### config.mk
export PLATFORM = sky130hd
export DESIGN_NAME = axim_store_top
export DESIGN_NICKNAME = d
export VERILOG_FILES = /design/src/design/axim_store_pkg.sv /design/src/design/xfer_ctrl_if.sv /design/src/design/ctrl_axil_regs.sv /design/src/design/burst_planner.sv /design/src/design/stream_fifo.sv /design/src/design/axim_wr_engine.sv /design/src/design/axim_store_top.sv
export SDC_FILE = /design/constraint.sdc
export NUM_CORES = 2
export LEC_CHECK = 0
export ABC_AREA = 1
export BUFFER_PORTS_ARGS = -buffer_cell sky130_fd_sc_hd__buf_2
export CAP_MARGIN = 20
export CELL_PAD_IN_SITES_DETAIL_PLACEMENT = 0
export CELL_PAD_IN_SITES_GLOBAL_PLACEMENT = 2
export CORE_MARGIN = 1
export CORE_UTILIZATION = 38
export CTS_CLUSTER_DIAMETER = 50
export CTS_CLUSTER_SIZE = 24
export DETAILED_ROUTE_END_ITERATION = 6
export PLACE_DENSITY_LB_ADDON = 0.1
export RECOVER_POWER = 100
export SYNTH_ARGS = -nofsm -noshare
export SYNTH_HDL_FRONTEND = slang
export SYNTH_SLANG_ARGS = --single-unit
### constraint.sdc
create_clock -name clk -period 3.3 [get_ports clk]
set_clock_uncertainty 0.2 [all_clocks]
set_input_delay 0.165 -clock clk [delete_from_list [all_inputs] [get_ports clk]]
set_output_delay 0.165 -clock clk [all_outputs]
set_load 0.01 [all_outputs]
### src/design/axim_store_pkg.sv
package axim_store_pkg;

   localparam int addr_w      = 32;
   localparam int data_w      = 32;
   localparam int strb_w      = data_w / 8;
   localparam int lite_addr_w = 4;

   // One 64-byte block of 4-byte words per burst
   localparam int burst_len   = 16;
   localparam int burst_bytes = burst_len * strb_w;  // Address step between bursts
   localparam int len_w       = 8;

   localparam int fifo_depth_cmd  = 4;
   localparam int fifo_depth_data = 32;

   // AXI-lite register map
   localparam logic [lite_addr_w-1:0] reg_ctrl   = 'h0;  // Bit 0 starts a transfer
   localparam logic [lite_addr_w-1:0] reg_base   = 'h4;
   localparam logic [lite_addr_w-1:0] reg_size   = 'h8;  // Words
   localparam logic [lite_addr_w-1:0] reg_status = 'hC;

   typedef struct packed {
      logic [addr_w-1:0] addr;
      logic [len_w-1:0]  len;   // Beats minus one
   } burst_cmd_t;

endpackage

### src/design/xfer_ctrl_if.sv
`timescale 1ns/100ps

interface xfer_ctrl_if import axim_store_pkg::*; ();

   logic              start;  // One-cycle pulse
   logic [addr_w-1:0] base;
   logic [data_w-1:0] size;   // Words
   logic              busy;
   logic              done;   // Sticky until the next start

   modport regs (
      output start, base, size,
      input  busy, done
   );

   modport planner (
      input  start, base, size,
      output busy, done
   );

endinterface

### src/design/ctrl_axil_regs.sv
`timescale 1ns/100ps

module ctrl_axil_regs import axim_store_pkg::*; (
   input  logic                   clk,
   input  logic                   reset_i,
   input  logic [lite_addr_w-1:0] s_axi_awaddr_i,
   input  logic                   s_axi_awvalid_i,
   output logic                   s_axi_awready_o,
   input  logic [data_w-1:0]      s_axi_wdata_i,
   input  logic [strb_w-1:0]      s_axi_wstrb_i,
   input  logic                   s_axi_wvalid_i,
   output logic                   s_axi_wready_o,
   output logic [1:0]             s_axi_bresp_o,
   output logic                   s_axi_bvalid_o,
   input  logic                   s_axi_bready_i,
   input  logic [lite_addr_w-1:0] s_axi_araddr_i,
   input  logic                   s_axi_arvalid_i,
   output logic                   s_axi_arready_o,
   output logic [data_w-1:0]      s_axi_rdata_o,
   output logic [1:0]             s_axi_rresp_o,
   output logic                   s_axi_rvalid_o,
   input  logic                   s_axi_rready_i,
   xfer_ctrl_if.regs              ctrl
);

   logic              wr_accept;
   logic              wr_fire;
   logic              rd_fire;
   logic [addr_w-1:0] base_q;
   logic [data_w-1:0] size_q;
   logic [data_w-1:0] status;

   // Address and data are taken together, one write at a time
   assign wr_accept = s_axi_awvalid_i && s_axi_wvalid_i && !s_axi_awready_o && !s_axi_bvalid_o;
   assign wr_fire   = s_axi_awready_o && s_axi_awvalid_i;
   assign rd_fire   = s_axi_arready_o && s_axi_arvalid_i;

   assign status        = {{(data_w-2){1'b0}}, ctrl.done, ctrl.busy};
   assign s_axi_bresp_o = 2'b00;  // OKAY
   assign s_axi_rresp_o = 2'b00;
   assign ctrl.base     = base_q;
   assign ctrl.size     = size_q;

   always_ff @(posedge clk) begin
      if (reset_i) begin
         s_axi_awready_o <= 1'b0;
         s_axi_wready_o  <= 1'b0;
         s_axi_bvalid_o  <= 1'b0;
         ctrl.start      <= 1'b0;
      end else begin
         s_axi_awready_o <= wr_accept;
         s_axi_wready_o  <= wr_accept;
         if (wr_fire) begin
            s_axi_bvalid_o <= 1'b1;
         end else if (s_axi_bready_i) begin
            s_axi_bvalid_o <= 1'b0;
         end
         ctrl.start <= wr_fire && (s_axi_awaddr_i == reg_ctrl) && s_axi_wstrb_i[0] &&
                       s_axi_wdata_i[0];
      end
   end

   // Byte lanes of base and size
   always_ff @(posedge clk) begin
      if (reset_i) begin
         base_q <= '0;
         size_q <= '0;
      end else if (wr_fire) begin
         for (int b = 0; b < strb_w; b++) begin
            if (s_axi_wstrb_i[b] && s_axi_awaddr_i == reg_base) begin
               base_q[8*b +: 8] <= s_axi_wdata_i[8*b +: 8];
            end
            if (s_axi_wstrb_i[b] && s_axi_awaddr_i == reg_size) begin
               size_q[8*b +: 8] <= s_axi_wdata_i[8*b +: 8];
            end
         end
      end
   end

   always_ff @(posedge clk) begin
      if (reset_i) begin
         s_axi_arready_o <= 1'b0;
         s_axi_rvalid_o  <= 1'b0;
      end else begin
         s_axi_arready_o <= s_axi_arvalid_i && !s_axi_arready_o && !s_axi_rvalid_o;
         if (rd_fire) begin
            s_axi_rvalid_o <= 1'b1;
         end else if (s_axi_rready_i) begin
            s_axi_rvalid_o <= 1'b0;
         end
      end
   end

   always_ff @(posedge clk) begin
      if (rd_fire) begin
         case (s_axi_araddr_i)
            reg_base:   s_axi_rdata_o <= base_q;
            reg_size:   s_axi_rdata_o <= size_q;
            reg_status: s_axi_rdata_o <= status;
            default:    s_axi_rdata_o <= '0;  // Control is write-only
         endcase
      end
   end

endmodule

### src/design/burst_planner.sv
`timescale 1ns/100ps

module burst_planner import axim_store_pkg::*; (
   input  logic         clk,
   input  logic         reset_i,
   xfer_ctrl_if.planner ctrl,
   output burst_cmd_t   cmd_o,
   output logic         cmd_valid_o,
   input  logic         cmd_ready_i,
   input  logic         burst_done_i
);

   logic [addr_w-1:0] addr_q;
   logic [data_w-1:0] remain_q;     // Words not yet covered by a command
   logic [data_w-1:0] beats;
   logic [data_w-1:0] issued_q;
   logic [data_w-1:0] completed_q;
   logic              launch;
   logic              cmd_fire;
   logic              last_done;

   assign launch      = ctrl.start && !ctrl.busy;
   assign beats       = (remain_q > data_w'(burst_len)) ? data_w'(burst_len) : remain_q;
   assign cmd_valid_o = ctrl.busy && (remain_q != '0);
   assign cmd_fire    = cmd_valid_o && cmd_ready_i;
   assign cmd_o.addr  = addr_q;
   assign cmd_o.len   = beats[len_w-1:0] - 1'b1;

   // B response of the final burst, all commands already issued
   assign last_done = burst_done_i && (remain_q == '0) && (completed_q + 1'b1 == issued_q);

   always_ff @(posedge clk) begin
      if (reset_i) begin
         ctrl.busy   <= 1'b0;
         ctrl.done   <= 1'b0;
         remain_q    <= '0;
         issued_q    <= '0;
         completed_q <= '0;
      end else if (launch) begin
         ctrl.busy   <= (ctrl.size != '0);
         ctrl.done   <= (ctrl.size == '0);  // Empty transfer ends at once
         remain_q    <= ctrl.size;
         issued_q    <= '0;
         completed_q <= '0;
      end else if (ctrl.busy) begin
         if (cmd_fire) begin
            remain_q <= remain_q - beats;
            issued_q <= issued_q + 1'b1;
         end
         if (burst_done_i) begin
            completed_q <= completed_q + 1'b1;
         end
         if (last_done) begin
            ctrl.busy <= 1'b0;
            ctrl.done <= 1'b1;
         end
      end
   end

   // Running burst address
   always_ff @(posedge clk) begin
      if (launch) begin
         addr_q <= ctrl.base;
      end else if (cmd_fire) begin
         addr_q <= addr_q + addr_w'(burst_bytes);
      end
   end

endmodule

### src/design/stream_fifo.sv
`timescale 1ns/100ps

module stream_fifo #(
   parameter type payload_t = logic,
   parameter int  depth     = 4
) (
   input  logic     clk,
   input  logic     reset_i,
   input  payload_t push_data_i,
   input  logic     push_valid_i,
   output logic     push_ready_o,
   output payload_t pop_data_o,
   output logic     pop_valid_o,
   input  logic     pop_ready_i
);

   localparam int ptr_w = (depth > 1) ? $clog2(depth) : 1;
   localparam int cnt_w = $clog2(depth + 1);

   payload_t         mem [depth];
   logic [ptr_w-1:0] wr_ptr;
   logic [ptr_w-1:0] rd_ptr;
   logic [cnt_w-1:0] count;
   logic             push;
   logic             pop;

   assign push_ready_o = (count != cnt_w'(depth));  // Not full
   assign pop_valid_o  = (count != '0);
   assign pop_data_o   = mem[rd_ptr];
   assign push         = push_valid_i && push_ready_o;
   assign pop          = pop_valid_o && pop_ready_i;

   always_ff @(posedge clk) begin
      if (push) begin
         mem[wr_ptr] <= push_data_i;
      end
   end

   always_ff @(posedge clk) begin
      if (reset_i) begin
         wr_ptr <= '0;
         rd_ptr <= '0;
         count  <= '0;
      end else begin
         if (push) begin
            wr_ptr <= (wr_ptr == ptr_w'(depth - 1)) ? '0 : wr_ptr + 1'b1;
         end
         if (pop) begin
            rd_ptr <= (rd_ptr == ptr_w'(depth - 1)) ? '0 : rd_ptr + 1'b1;
         end
         case ({push, pop})
            2'b10:   count <= count + 1'b1;
            2'b01:   count <= count - 1'b1;
            default: count <= count;  // Idle, or push and pop together
         endcase
      end
   end

endmodule

### src/design/axim_wr_engine.sv
`timescale 1ns/100ps

module axim_wr_engine import axim_store_pkg::*; (
   input  logic              clk,
   input  logic              reset_i,
   input  burst_cmd_t        cmd_i,
   input  logic              cmd_valid_i,
   output logic              cmd_ready_o,
   input  logic [data_w-1:0] data_i,
   input  logic              data_valid_i,
   output logic              data_ready_o,
   output logic [addr_w-1:0] m_axi_awaddr_o,
   output logic [len_w-1:0]  m_axi_awlen_o,
   output logic              m_axi_awvalid_o,
   input  logic              m_axi_awready_i,
   output logic [data_w-1:0] m_axi_wdata_o,
   output logic [strb_w-1:0] m_axi_wstrb_o,
   output logic              m_axi_wlast_o,
   output logic              m_axi_wvalid_o,
   input  logic              m_axi_wready_i,
   input  logic              m_axi_bvalid_i,
   output logic              m_axi_bready_o,
   output logic              burst_done_o
);

   typedef enum logic [1:0] {
      st_addr,
      st_data,
      st_resp
   } state_t;

   state_t           state;
   logic [len_w-1:0] len_q;
   logic [len_w-1:0] beat_q;
   logic             aw_fire;
   logic             w_fire;

   // Command sits at the FIFO head until AW is accepted, then it is popped
   assign m_axi_awvalid_o = (state == st_addr) && cmd_valid_i;
   assign m_axi_awaddr_o  = cmd_i.addr;
   assign m_axi_awlen_o   = cmd_i.len;
   assign aw_fire         = m_axi_awvalid_o && m_axi_awready_i;
   assign cmd_ready_o     = aw_fire;

   assign m_axi_wvalid_o = (state == st_data) && data_valid_i;
   assign m_axi_wdata_o  = data_i;
   assign m_axi_wstrb_o  = '1;
   assign m_axi_wlast_o  = (state == st_data) && (beat_q == len_q);
   assign w_fire         = m_axi_wvalid_o && m_axi_wready_i;
   assign data_ready_o   = (state == st_data) && m_axi_wready_i;

   assign m_axi_bready_o = (state == st_resp);
   assign burst_done_o   = m_axi_bready_o && m_axi_bvalid_i;

   always_ff @(posedge clk) begin
      if (reset_i) begin
         state  <= st_addr;
         beat_q <= '0;
      end else begin
         case (state)
            st_addr: begin
               if (aw_fire) begin
                  state  <= st_data;
                  beat_q <= '0;
               end
            end
            st_data: begin
               if (w_fire) begin
                  beat_q <= beat_q + 1'b1;
                  if (m_axi_wlast_o) begin
                     state <= st_resp;
                  end
               end
            end
            st_resp: begin
               if (m_axi_bvalid_i) begin
                  state <= st_addr;
               end
            end
            default: state <= st_addr;
         endcase
      end
   end

   // Length of the burst in the data phase
   always_ff @(posedge clk) begin
      if (aw_fire) begin
         len_q <= cmd_i.len;
      end
   end

endmodule

### src/design/axim_store_top.sv
`timescale 1ns/100ps

module axim_store_top import axim_store_pkg::*; (
   input  logic                   clk,
   input  logic                   reset_i,
   // AXI-lite control slave
   input  logic [lite_addr_w-1:0] s_axi_awaddr_i,
   input  logic                   s_axi_awvalid_i,
   output logic                   s_axi_awready_o,
   input  logic [data_w-1:0]      s_axi_wdata_i,
   input  logic [strb_w-1:0]      s_axi_wstrb_i,
   input  logic                   s_axi_wvalid_i,
   output logic                   s_axi_wready_o,
   output logic [1:0]             s_axi_bresp_o,
   output logic                   s_axi_bvalid_o,
   input  logic                   s_axi_bready_i,
   input  logic [lite_addr_w-1:0] s_axi_araddr_i,
   input  logic                   s_axi_arvalid_i,
   output logic                   s_axi_arready_o,
   output logic [data_w-1:0]      s_axi_rdata_o,
   output logic [1:0]             s_axi_rresp_o,
   output logic                   s_axi_rvalid_o,
   input  logic                   s_axi_rready_i,
   // Store data stream
   input  logic [data_w-1:0]      wr_tdata_i,
   input  logic                   wr_tvalid_i,
   output logic                   wr_tready_o,
   // AXI4 write master
   output logic [addr_w-1:0]      m_axi_awaddr_o,
   output logic [len_w-1:0]       m_axi_awlen_o,
   output logic                   m_axi_awvalid_o,
   input  logic                   m_axi_awready_i,
   output logic [data_w-1:0]      m_axi_wdata_o,
   output logic [strb_w-1:0]      m_axi_wstrb_o,
   output logic                   m_axi_wlast_o,
   output logic                   m_axi_wvalid_o,
   input  logic                   m_axi_wready_i,
   input  logic                   m_axi_bvalid_i,
   output logic                   m_axi_bready_o
);

   burst_cmd_t        plan_cmd;
   logic              plan_cmd_valid;
   logic              plan_cmd_ready;
   burst_cmd_t        eng_cmd;
   logic              eng_cmd_valid;
   logic              eng_cmd_ready;
   logic [data_w-1:0] eng_data;
   logic              eng_data_valid;
   logic              eng_data_ready;
   logic              burst_done;

   xfer_ctrl_if ctrl_if ();

   ctrl_axil_regs ctrl_regs_inst (
      .*,
      .ctrl (ctrl_if.regs)
   );

   burst_planner planner_inst (
      .clk          (clk),
      .reset_i      (reset_i),
      .ctrl         (ctrl_if.planner),
      .cmd_o        (plan_cmd),
      .cmd_valid_o  (plan_cmd_valid),
      .cmd_ready_i  (plan_cmd_ready),
      .burst_done_i (burst_done)
   );

   stream_fifo #(
      .payload_t (burst_cmd_t),
      .depth     (fifo_depth_cmd)
   ) cmd_fifo (
      .clk          (clk),
      .reset_i      (reset_i),
      .push_data_i  (plan_cmd),
      .push_valid_i (plan_cmd_valid),
      .push_ready_o (plan_cmd_ready),
      .pop_data_o   (eng_cmd),
      .pop_valid_o  (eng_cmd_valid),
      .pop_ready_i  (eng_cmd_ready)
   );

   stream_fifo #(
      .payload_t (logic [data_w-1:0]),
      .depth     (fifo_depth_data)
   ) data_fifo (
      .clk          (clk),
      .reset_i      (reset_i),
      .push_data_i  (wr_tdata_i),
      .push_valid_i (wr_tvalid_i),
      .push_ready_o (wr_tready_o),
      .pop_data_o   (eng_data),
      .pop_valid_o  (eng_data_valid),
      .pop_ready_i  (eng_data_ready)
   );

   // AXI master ports connect by name
   axim_wr_engine wr_engine_inst (
      .*,
      .cmd_i        (eng_cmd),
      .cmd_valid_i  (eng_cmd_valid),
      .cmd_ready_o  (eng_cmd_ready),
      .data_i       (eng_data),
      .data_valid_i (eng_data_valid),
      .data_ready_o (eng_data_ready),
      .burst_done_o (burst_done)
   );

endmodule

Word-level counts from Yosys, hierarchy flattened
Memories as Yosys holds them, arrays and structs flattened. A register that Yosys moved wholly into a read port is not among the register bits.
Cells that the tools add are included.
- reduce and logical (&&, ||, !) cells: 69
- equality and inequality tests: 23
- $add $sub $neg: 14
- magnitude comparators: 1
- muxes and demuxes: 39
- operator list (kind ; count):
    32-bit 2-to-1 mux ; 6
    32-bit case mux with 3 select lines ; 1
    32-bit by 1-bit adder with 32-bit output, second input constant ; 2
    32-bit logical NOT ; 2
    32-bit nonzero test ; 2
    1-bit logical AND ; 33
    32-bit by 7-bit adder with 32-bit output, second input constant ; 1
    32-bit == test ; 1
    32-bit by 5-bit greater-than comparator with 1-bit output, second input constant ; 1
    32-bit subtractor ; 1
    2-bit AND reduction ; 12
    5-bit 2-to-1 mux ; 4
    2-bit 2-to-1 mux ; 8
    8-bit 2-to-1 mux ; 2
    8-bit case mux with 2 select lines ; 1
    2-bit nonzero test ; 8
    1-bit 2-to-1 mux ; 14
    4-bit == test, second input constant ; 3
    6-bit case mux with 2 select lines ; 1
    5-bit by 1-bit adder with 5-bit output, second input constant ; 2
    2-bit == test, second input constant ; 5
    5-bit == test, second input constant ; 2
    8-bit by 1-bit adder with 8-bit output, second input constant ; 1
    4-bit by 3-bit == test with 1-bit output, second input constant ; 2
    22 further kinds ; 31
- input port bits: 87
- memories kept: 2
- logic and storage cells: 177
- memory bits (writable): 1184
- bits in registers: 272
- memory list (memory ; depth ; bits a word ; read ports ; clocked after Yosys merged registers in ; write ports ; line ; source):
    data_fifo.mem ; 32 ; 32 ; 1 ; 1 ; 1 ; stream_fifo.sv:20 ; payload_t mem [depth];
    cmd_fifo.mem ; 4 ; 40 ; 1 ; 1 ; 1 ; stream_fifo.sv:20 ;

Depth between registers and ports, before layout
- depth in word-level cells: 7
- depth in mapped cells: 18
- depth with buffers taken out: 18

Hierarchy
Synthesis repeated with hierarchy kept, for this count alone.
- cell total of the unflattened synthesis: 6271
- area total of the unflattened synthesis: 64336.7 sq um
- modules (own cells, without submodules) (module ; area each (sq um) ; cells each ; seq. area each (sq um) ; instances):
    stream_fifo (data_fifo) ; 42375.6 ; 3546 ; 31169.9 ; 1
    burst_planner ; 9332.7 ; 1484 ; 2922.8 ; 1
    stream_fifo (cmd_fifo) ; 6565.0 ; 457 ; 4984.8 ; 1
    ctrl_axil_regs ; 4491.8 ; 569 ; 2342.2 ; 1
    axim_wr_engine ; 1571.5 ; 215 ; 440.4 ; 1

Worst setup path after synthesis
Ideal clock, no wire load.
- kind: register to register
- start: register planner_inst.remain_q[23]
- end: memory cmd_fifo.mem[3][0] (netlist bit) (enable)
- path buffers: 2
- arrival: 2950 ps
- stages on the path, launching flop included: 11
- setup slack: -287 ps
- data required time: 2663 ps
- clock period less this slack: 3587 ps
- setup time: 437 ps
- cells stage by stage: dfxtp_1 -> nor2_1 -> nand2_1 -> nor2_1 -> nand2_1 -> nor3_4 -> nor2_4 -> buf_6 -> inv_1 -> buf_2 -> nor2_1
- word-level cells in the longest chain between the ends: 5
- ends and longest elaborated chain (item ; line ; source):
    from (decl) ; burst_planner.sv:14 ; logic [data_w-1:0] remain_q;
    from (signal assigned) ; burst_planner.sv:42 ; remain_q <= ctrl.size;
    from (signal assigned) ; burst_planner.sv:47 ; remain_q <= remain_q - beats;
    32-bit nonzero test ; burst_planner.sv:24 ; assign cmd_valid_o = ctrl.busy && (remain_q != '0);
    1-bit logical AND ; burst_planner.sv:24 ;
    1-bit logical AND ; stream_fifo.sv:30 ; assign push = push_valid_i && push_ready_o;
    1-bit 2-to-1 mux ; stream_fifo.sv:34 ; if (push) begin
    1-bit 2-to-1 mux (not written as such) ; stream_fifo.sv:35 ; mem[wr_ptr] <= push_data_i;
    to (decl) ; stream_fifo.sv:20 ;
No other way between the ends.

Final worst setup path
- start: register data_fifo.count[0]
- end: memory data_fifo.mem[27][29] (netlist bit) (enable)
- word-level cells in the longest chain between the ends: 4
- ends and longest elaborated chain (item ; line ; source):
    from (decl) ; stream_fifo.sv:23 ; logic [cnt_w-1:0] count;
    from (signal assigned) ; stream_fifo.sv:52 ; 2'b10: count <= count + 1'b1;
    from (signal assigned) ; stream_fifo.sv:53 ; 2'b01: count <= count - 1'b1;
    from (signal assigned) ; stream_fifo.sv:54 ; default: count <= count;
    6-bit != test ; stream_fifo.sv:27 ; assign push_ready_o = (count != cnt_w'(depth));
    1-bit logical AND ; stream_fifo.sv:30 ;
    1-bit 2-to-1 mux ; stream_fifo.sv:34 ;
    1-bit 2-to-1 mux (not written as such) ; stream_fifo.sv:35 ;
    to (decl) ; stream_fifo.sv:20 ;
No other way between the ends.

==> results.py <==
metrics = {
    "clock_network": {
        "clockRootBuffer": "clkbuf_16",
        "clk_pin_slew_ns": 0.06,
        "cts_tree": "done",
        "cts_made_buffers": 159,
        "htreeDepth": 4,
        "numClockSinks": 1463,
        "worstSkewPairLatency_ns": 0.80,
        "clockBufferDepth": 3,
    },
    "die": {
        "die_h_um": 399.8,
        "dieArea_mm2": 0.1599,
        "core_mm2": 0.1568,
        "die_w_um": 399.8,
        "core.rowCount": 145,
        "start_util_pct": 38.37,
        "io_pins": 209,
    },
    "timing": {
        "rsz0062_at_grt": "true",
        "max_slew_margin_pct": -28.94,
        "setup_viol": 21,
        "fmax_mhz": 300.9,
        "hold_violations": 0,
        "post-route-period-util_pct": 100.7,
        "setup_slack_ns": -0.02351,
        "final_max_slew_viol_count": 182,
        "worst_pin_slew_ns": 1.934,
        "fin_crit_ns": 3.324,
    },
    "routing": {
        "firstDrtPassIters": 7,
        "viasPerCell": 5.493,
        "remaining_drc_errors": 0,
        "drtIter0Drc": 3906,
        "wl_per_cell_um": 26.54,
        "vias": 43280,
        "ant_nets": 0,
        "drt-total-wl_um": 209100,
    },
    "logic_synthesis": {
        "ys_top_cells_by_area": "edfxtp_1 63%, dfxtp_1 6.9%, o21ai_0 6.5%",
        "synth_most_common_cell": "edfxtp_1",
        "syn_inst": 5180,
        "synth_top_area_share_pct": 62.71,
        "synth_common_cells": "1256 x edfxtp_1, 878 x nor2_1, 777 x o21ai_0, 429 x nand2_1, 272 x clkbuf_1",
        "synthArstFlopShare_pct": 0,
        "synth_edf_count": 1256,
        "yosys_warnings": 0,
        "synth.distinct_cells": 57,
        "synth_top_flop_cell": "edfxtp_1",
        "synth.cell_area_mm2": 0.06014,
        "synth-seq-area-share_pct": 69.60,
        "syn_area_per_cell_um2": 11.61,
        "yosys.area.top_type": "edfxtp_1",
        "synth_seq_cells": 1463,
    },
    "setup_path": {
        "worstSetupEndpointType": "register",
        "arrival_ns": 3.47,
        "worstPathRequired_ns": 3.44,
        "start_kind": "register",
        "cp_max_fo": 32,
        "crit_type": "reg -> reg",
    },
    "layout": {
        "finalNetCount": 5795,
        "drive_gt1_share_pct": 13.70,
        "syn_to_final_growth_pct": 23.06,
        "fin_area_mm2": 0.07401,
    },
    "pwr": {
        "total_power_uw": 40430,
        "pwr_density_cell_mw_per_mm2": 546.3,
        "p_leak_uw": 0.02515,
        "vdd_drop_max_v": 0.0004924,
    },
    "global_routing": {
        "grt_remaining_overflow": 0,
        "grt_max_degree": 81,
        "gr-usage-met1_pct": 34.70,
        "use_met3_pct": 4.547,
        "gr-usage-met2_pct": 41.24,
        "groute.usage.overall_pct": 25.41,
        "busiest_layer": "met2",
        "grt_pass1_wl_um": 293400,
        "grt_pass1_vias": 41670,
        "antenna_found_initial": 7,
    },
    "placement": {
        "dpl.hpwl_um": 116700,
        "gp_congestion": 0.8192,
        "portBuffers": 200,
        "post_dp_cell_area_mm2": 0.06488,
    },
    "run_status": {
        "outcome": "finished with violations",
        "violations": "max-capacitance violations, max-slew violations, negative setup slack",
    },
    "flow_run": {
        "max_cap_violations": 6,
    },
    "min_path": {
        "hold_path_class": "in -> reg",
    },
}
==> final cells by class <==
class	count	area [um^2]
Fill cell	14360	82740
Sequential cell	1463	41880
Multi-Input combinational cell	3141	16480
Timing Repair Buffer	638	6220
Clock buffer	172	4164
Tap cell	2058	2575
Clock inverter	124	1543
Inverter	274	1084
Timing Repair inverter	5	51.30
Antenna cell	5	12.51
==> power by group <==
group / switching [uW] / total (uW) / internal [uW]
Clock: 8110 / 19400 / 11200
Sequential: 32.4 / 20200 / 20100
Combinational: 634 / 926 / 293
==> routing by layer <==
metal	vias up	wire length (um)
li1	19980	-
met1	21780	92200
met2	1272	99320
met3	252	12340
met4	4	5248
met5	-	27
==> cells by family (layout without fill, tap and decap cells) <==
group | Yosys count | after routing | synth area share [%]
AO/OA/AOI/OAI | 1388 | 1388 | 13.55
XOR/XNOR | 64 | 64 | 1.001
adder cells (fa/ha/maj) | 26 | 26 | 0.5659
buffers and inverters | 583 | 1213 | 3.753
flip-flops | 1463 | 1463 | 69.60
other | 2 | 14 | 0.01249
AND/OR/NAND/NOR | 1654 | 1654 | 11.52
==> flip-flops by register name, summed over array words and instances, names as in the netlist, 5 cells and up, named ones only <==
signal	cells
data_fifo.mem	1024
cmd_fifo.mem	160
ctrl_regs_inst.ctrl.base	32
ctrl_regs_inst.ctrl.size	32
ctrl_regs_inst.s_axi_rdata_o	32
planner_inst.addr_q	32
planner_inst.completed_q	32
planner_inst.issued_q	32
planner_inst.remain_q	32
wr_engine_inst.beat_q	8
wr_engine_inst.len_q	8
data_fifo.count	6
data_fifo.rd_ptr	5
data_fifo.wr_ptr	5
==> final timing paths <==
path | slack [ns] | end | cells past startpoint | startpoint
max | -0.02 | data_fifo.mem[27][29] | 8 | data_fifo.count[0]
min | 0.05 | ctrl_regs_inst.ctrl.base[3] | 5 | s_axi_awvalid_i
max reg2reg | -0.02 | data_fifo.mem[27][29] | 8 | data_fifo.count[0]
min reg2reg | 0.25 | ctrl_regs_inst.s_axi_arready_o | 1 | ctrl_regs_inst.s_axi_arready_o
==> cell usage in the layout (no fill, tap or decap), drive strengths merged, types with 5 or more instances in the layout <==
master,synthesis,layout
a21oi,160,160
a31oi,50,50
a32oi,29,29
buf,37,302
bufbuf,0,6
bufinv,0,24
clkbuf,272,355
clkinv,8,60
clkinvlp,0,15
conb,2,9
dfxtp,207,207
diode,0,5
dlygate4sd3,0,147
edfxtp,1256,1256
ha,24,24
inv,266,304
nand2,443,443
nand3,208,208
nand3b,6,6
nand4,29,29
nor2,901,901
nor3,37,37
nor3b,5,5
nor4,18,18
o211ai,6,6
o21ai,781,781
o21bai,7,7
o221ai,206,206
o22ai,132,132
or2,6,6
xnor2,18,18
xor2,43,43
==> stage by stage <==
stage,setup TNS [ns],cells,hold slack [ns],util [%],setup slack (ns)
6_report,-0.2517,7880,0.04863,47.21,-0.02351
3_3_place_gp,-0.08929,7320,0.2147,41.36,-0.08929
3_5_place_dp,0,7322,0.2174,41.39,0.08227
5_1_grt,-22.01,7876,0.04755,47.21,-0.1220
2_1_floorplan,-45.99,5187,0.06387,-,-0.2874
4_1_cts,-0.2042,7824,0.002549,46.82,-0.07064
==> repair_timing <==
| action | in CTS | in global routing |
|---|---|---|
| cloned | 22 | 25 |
| setup endpoints to repair | 32 | 34 |
| pin swaps | 31 | 84 |
| gates resized for setup | 105 | 118 |
| hold endpoints to repair | 1239 | 0 |
| hold buffers | 147 | 0 |
| setup buffers | 37 | 26 |
==> worst max-delay path: stages, from the launching register on <==
cell and delay [ns]:
dfxtp_1 0.34, nor4_1 0.49, nand3_1 0.20, nand2_2 0.20
inv_1 0.16, nand2_1 0.21, clkbuf_1 0.46, nor2_4 0.02
clkbuf_4 0.55
Power figures use the tool's default switching activity.
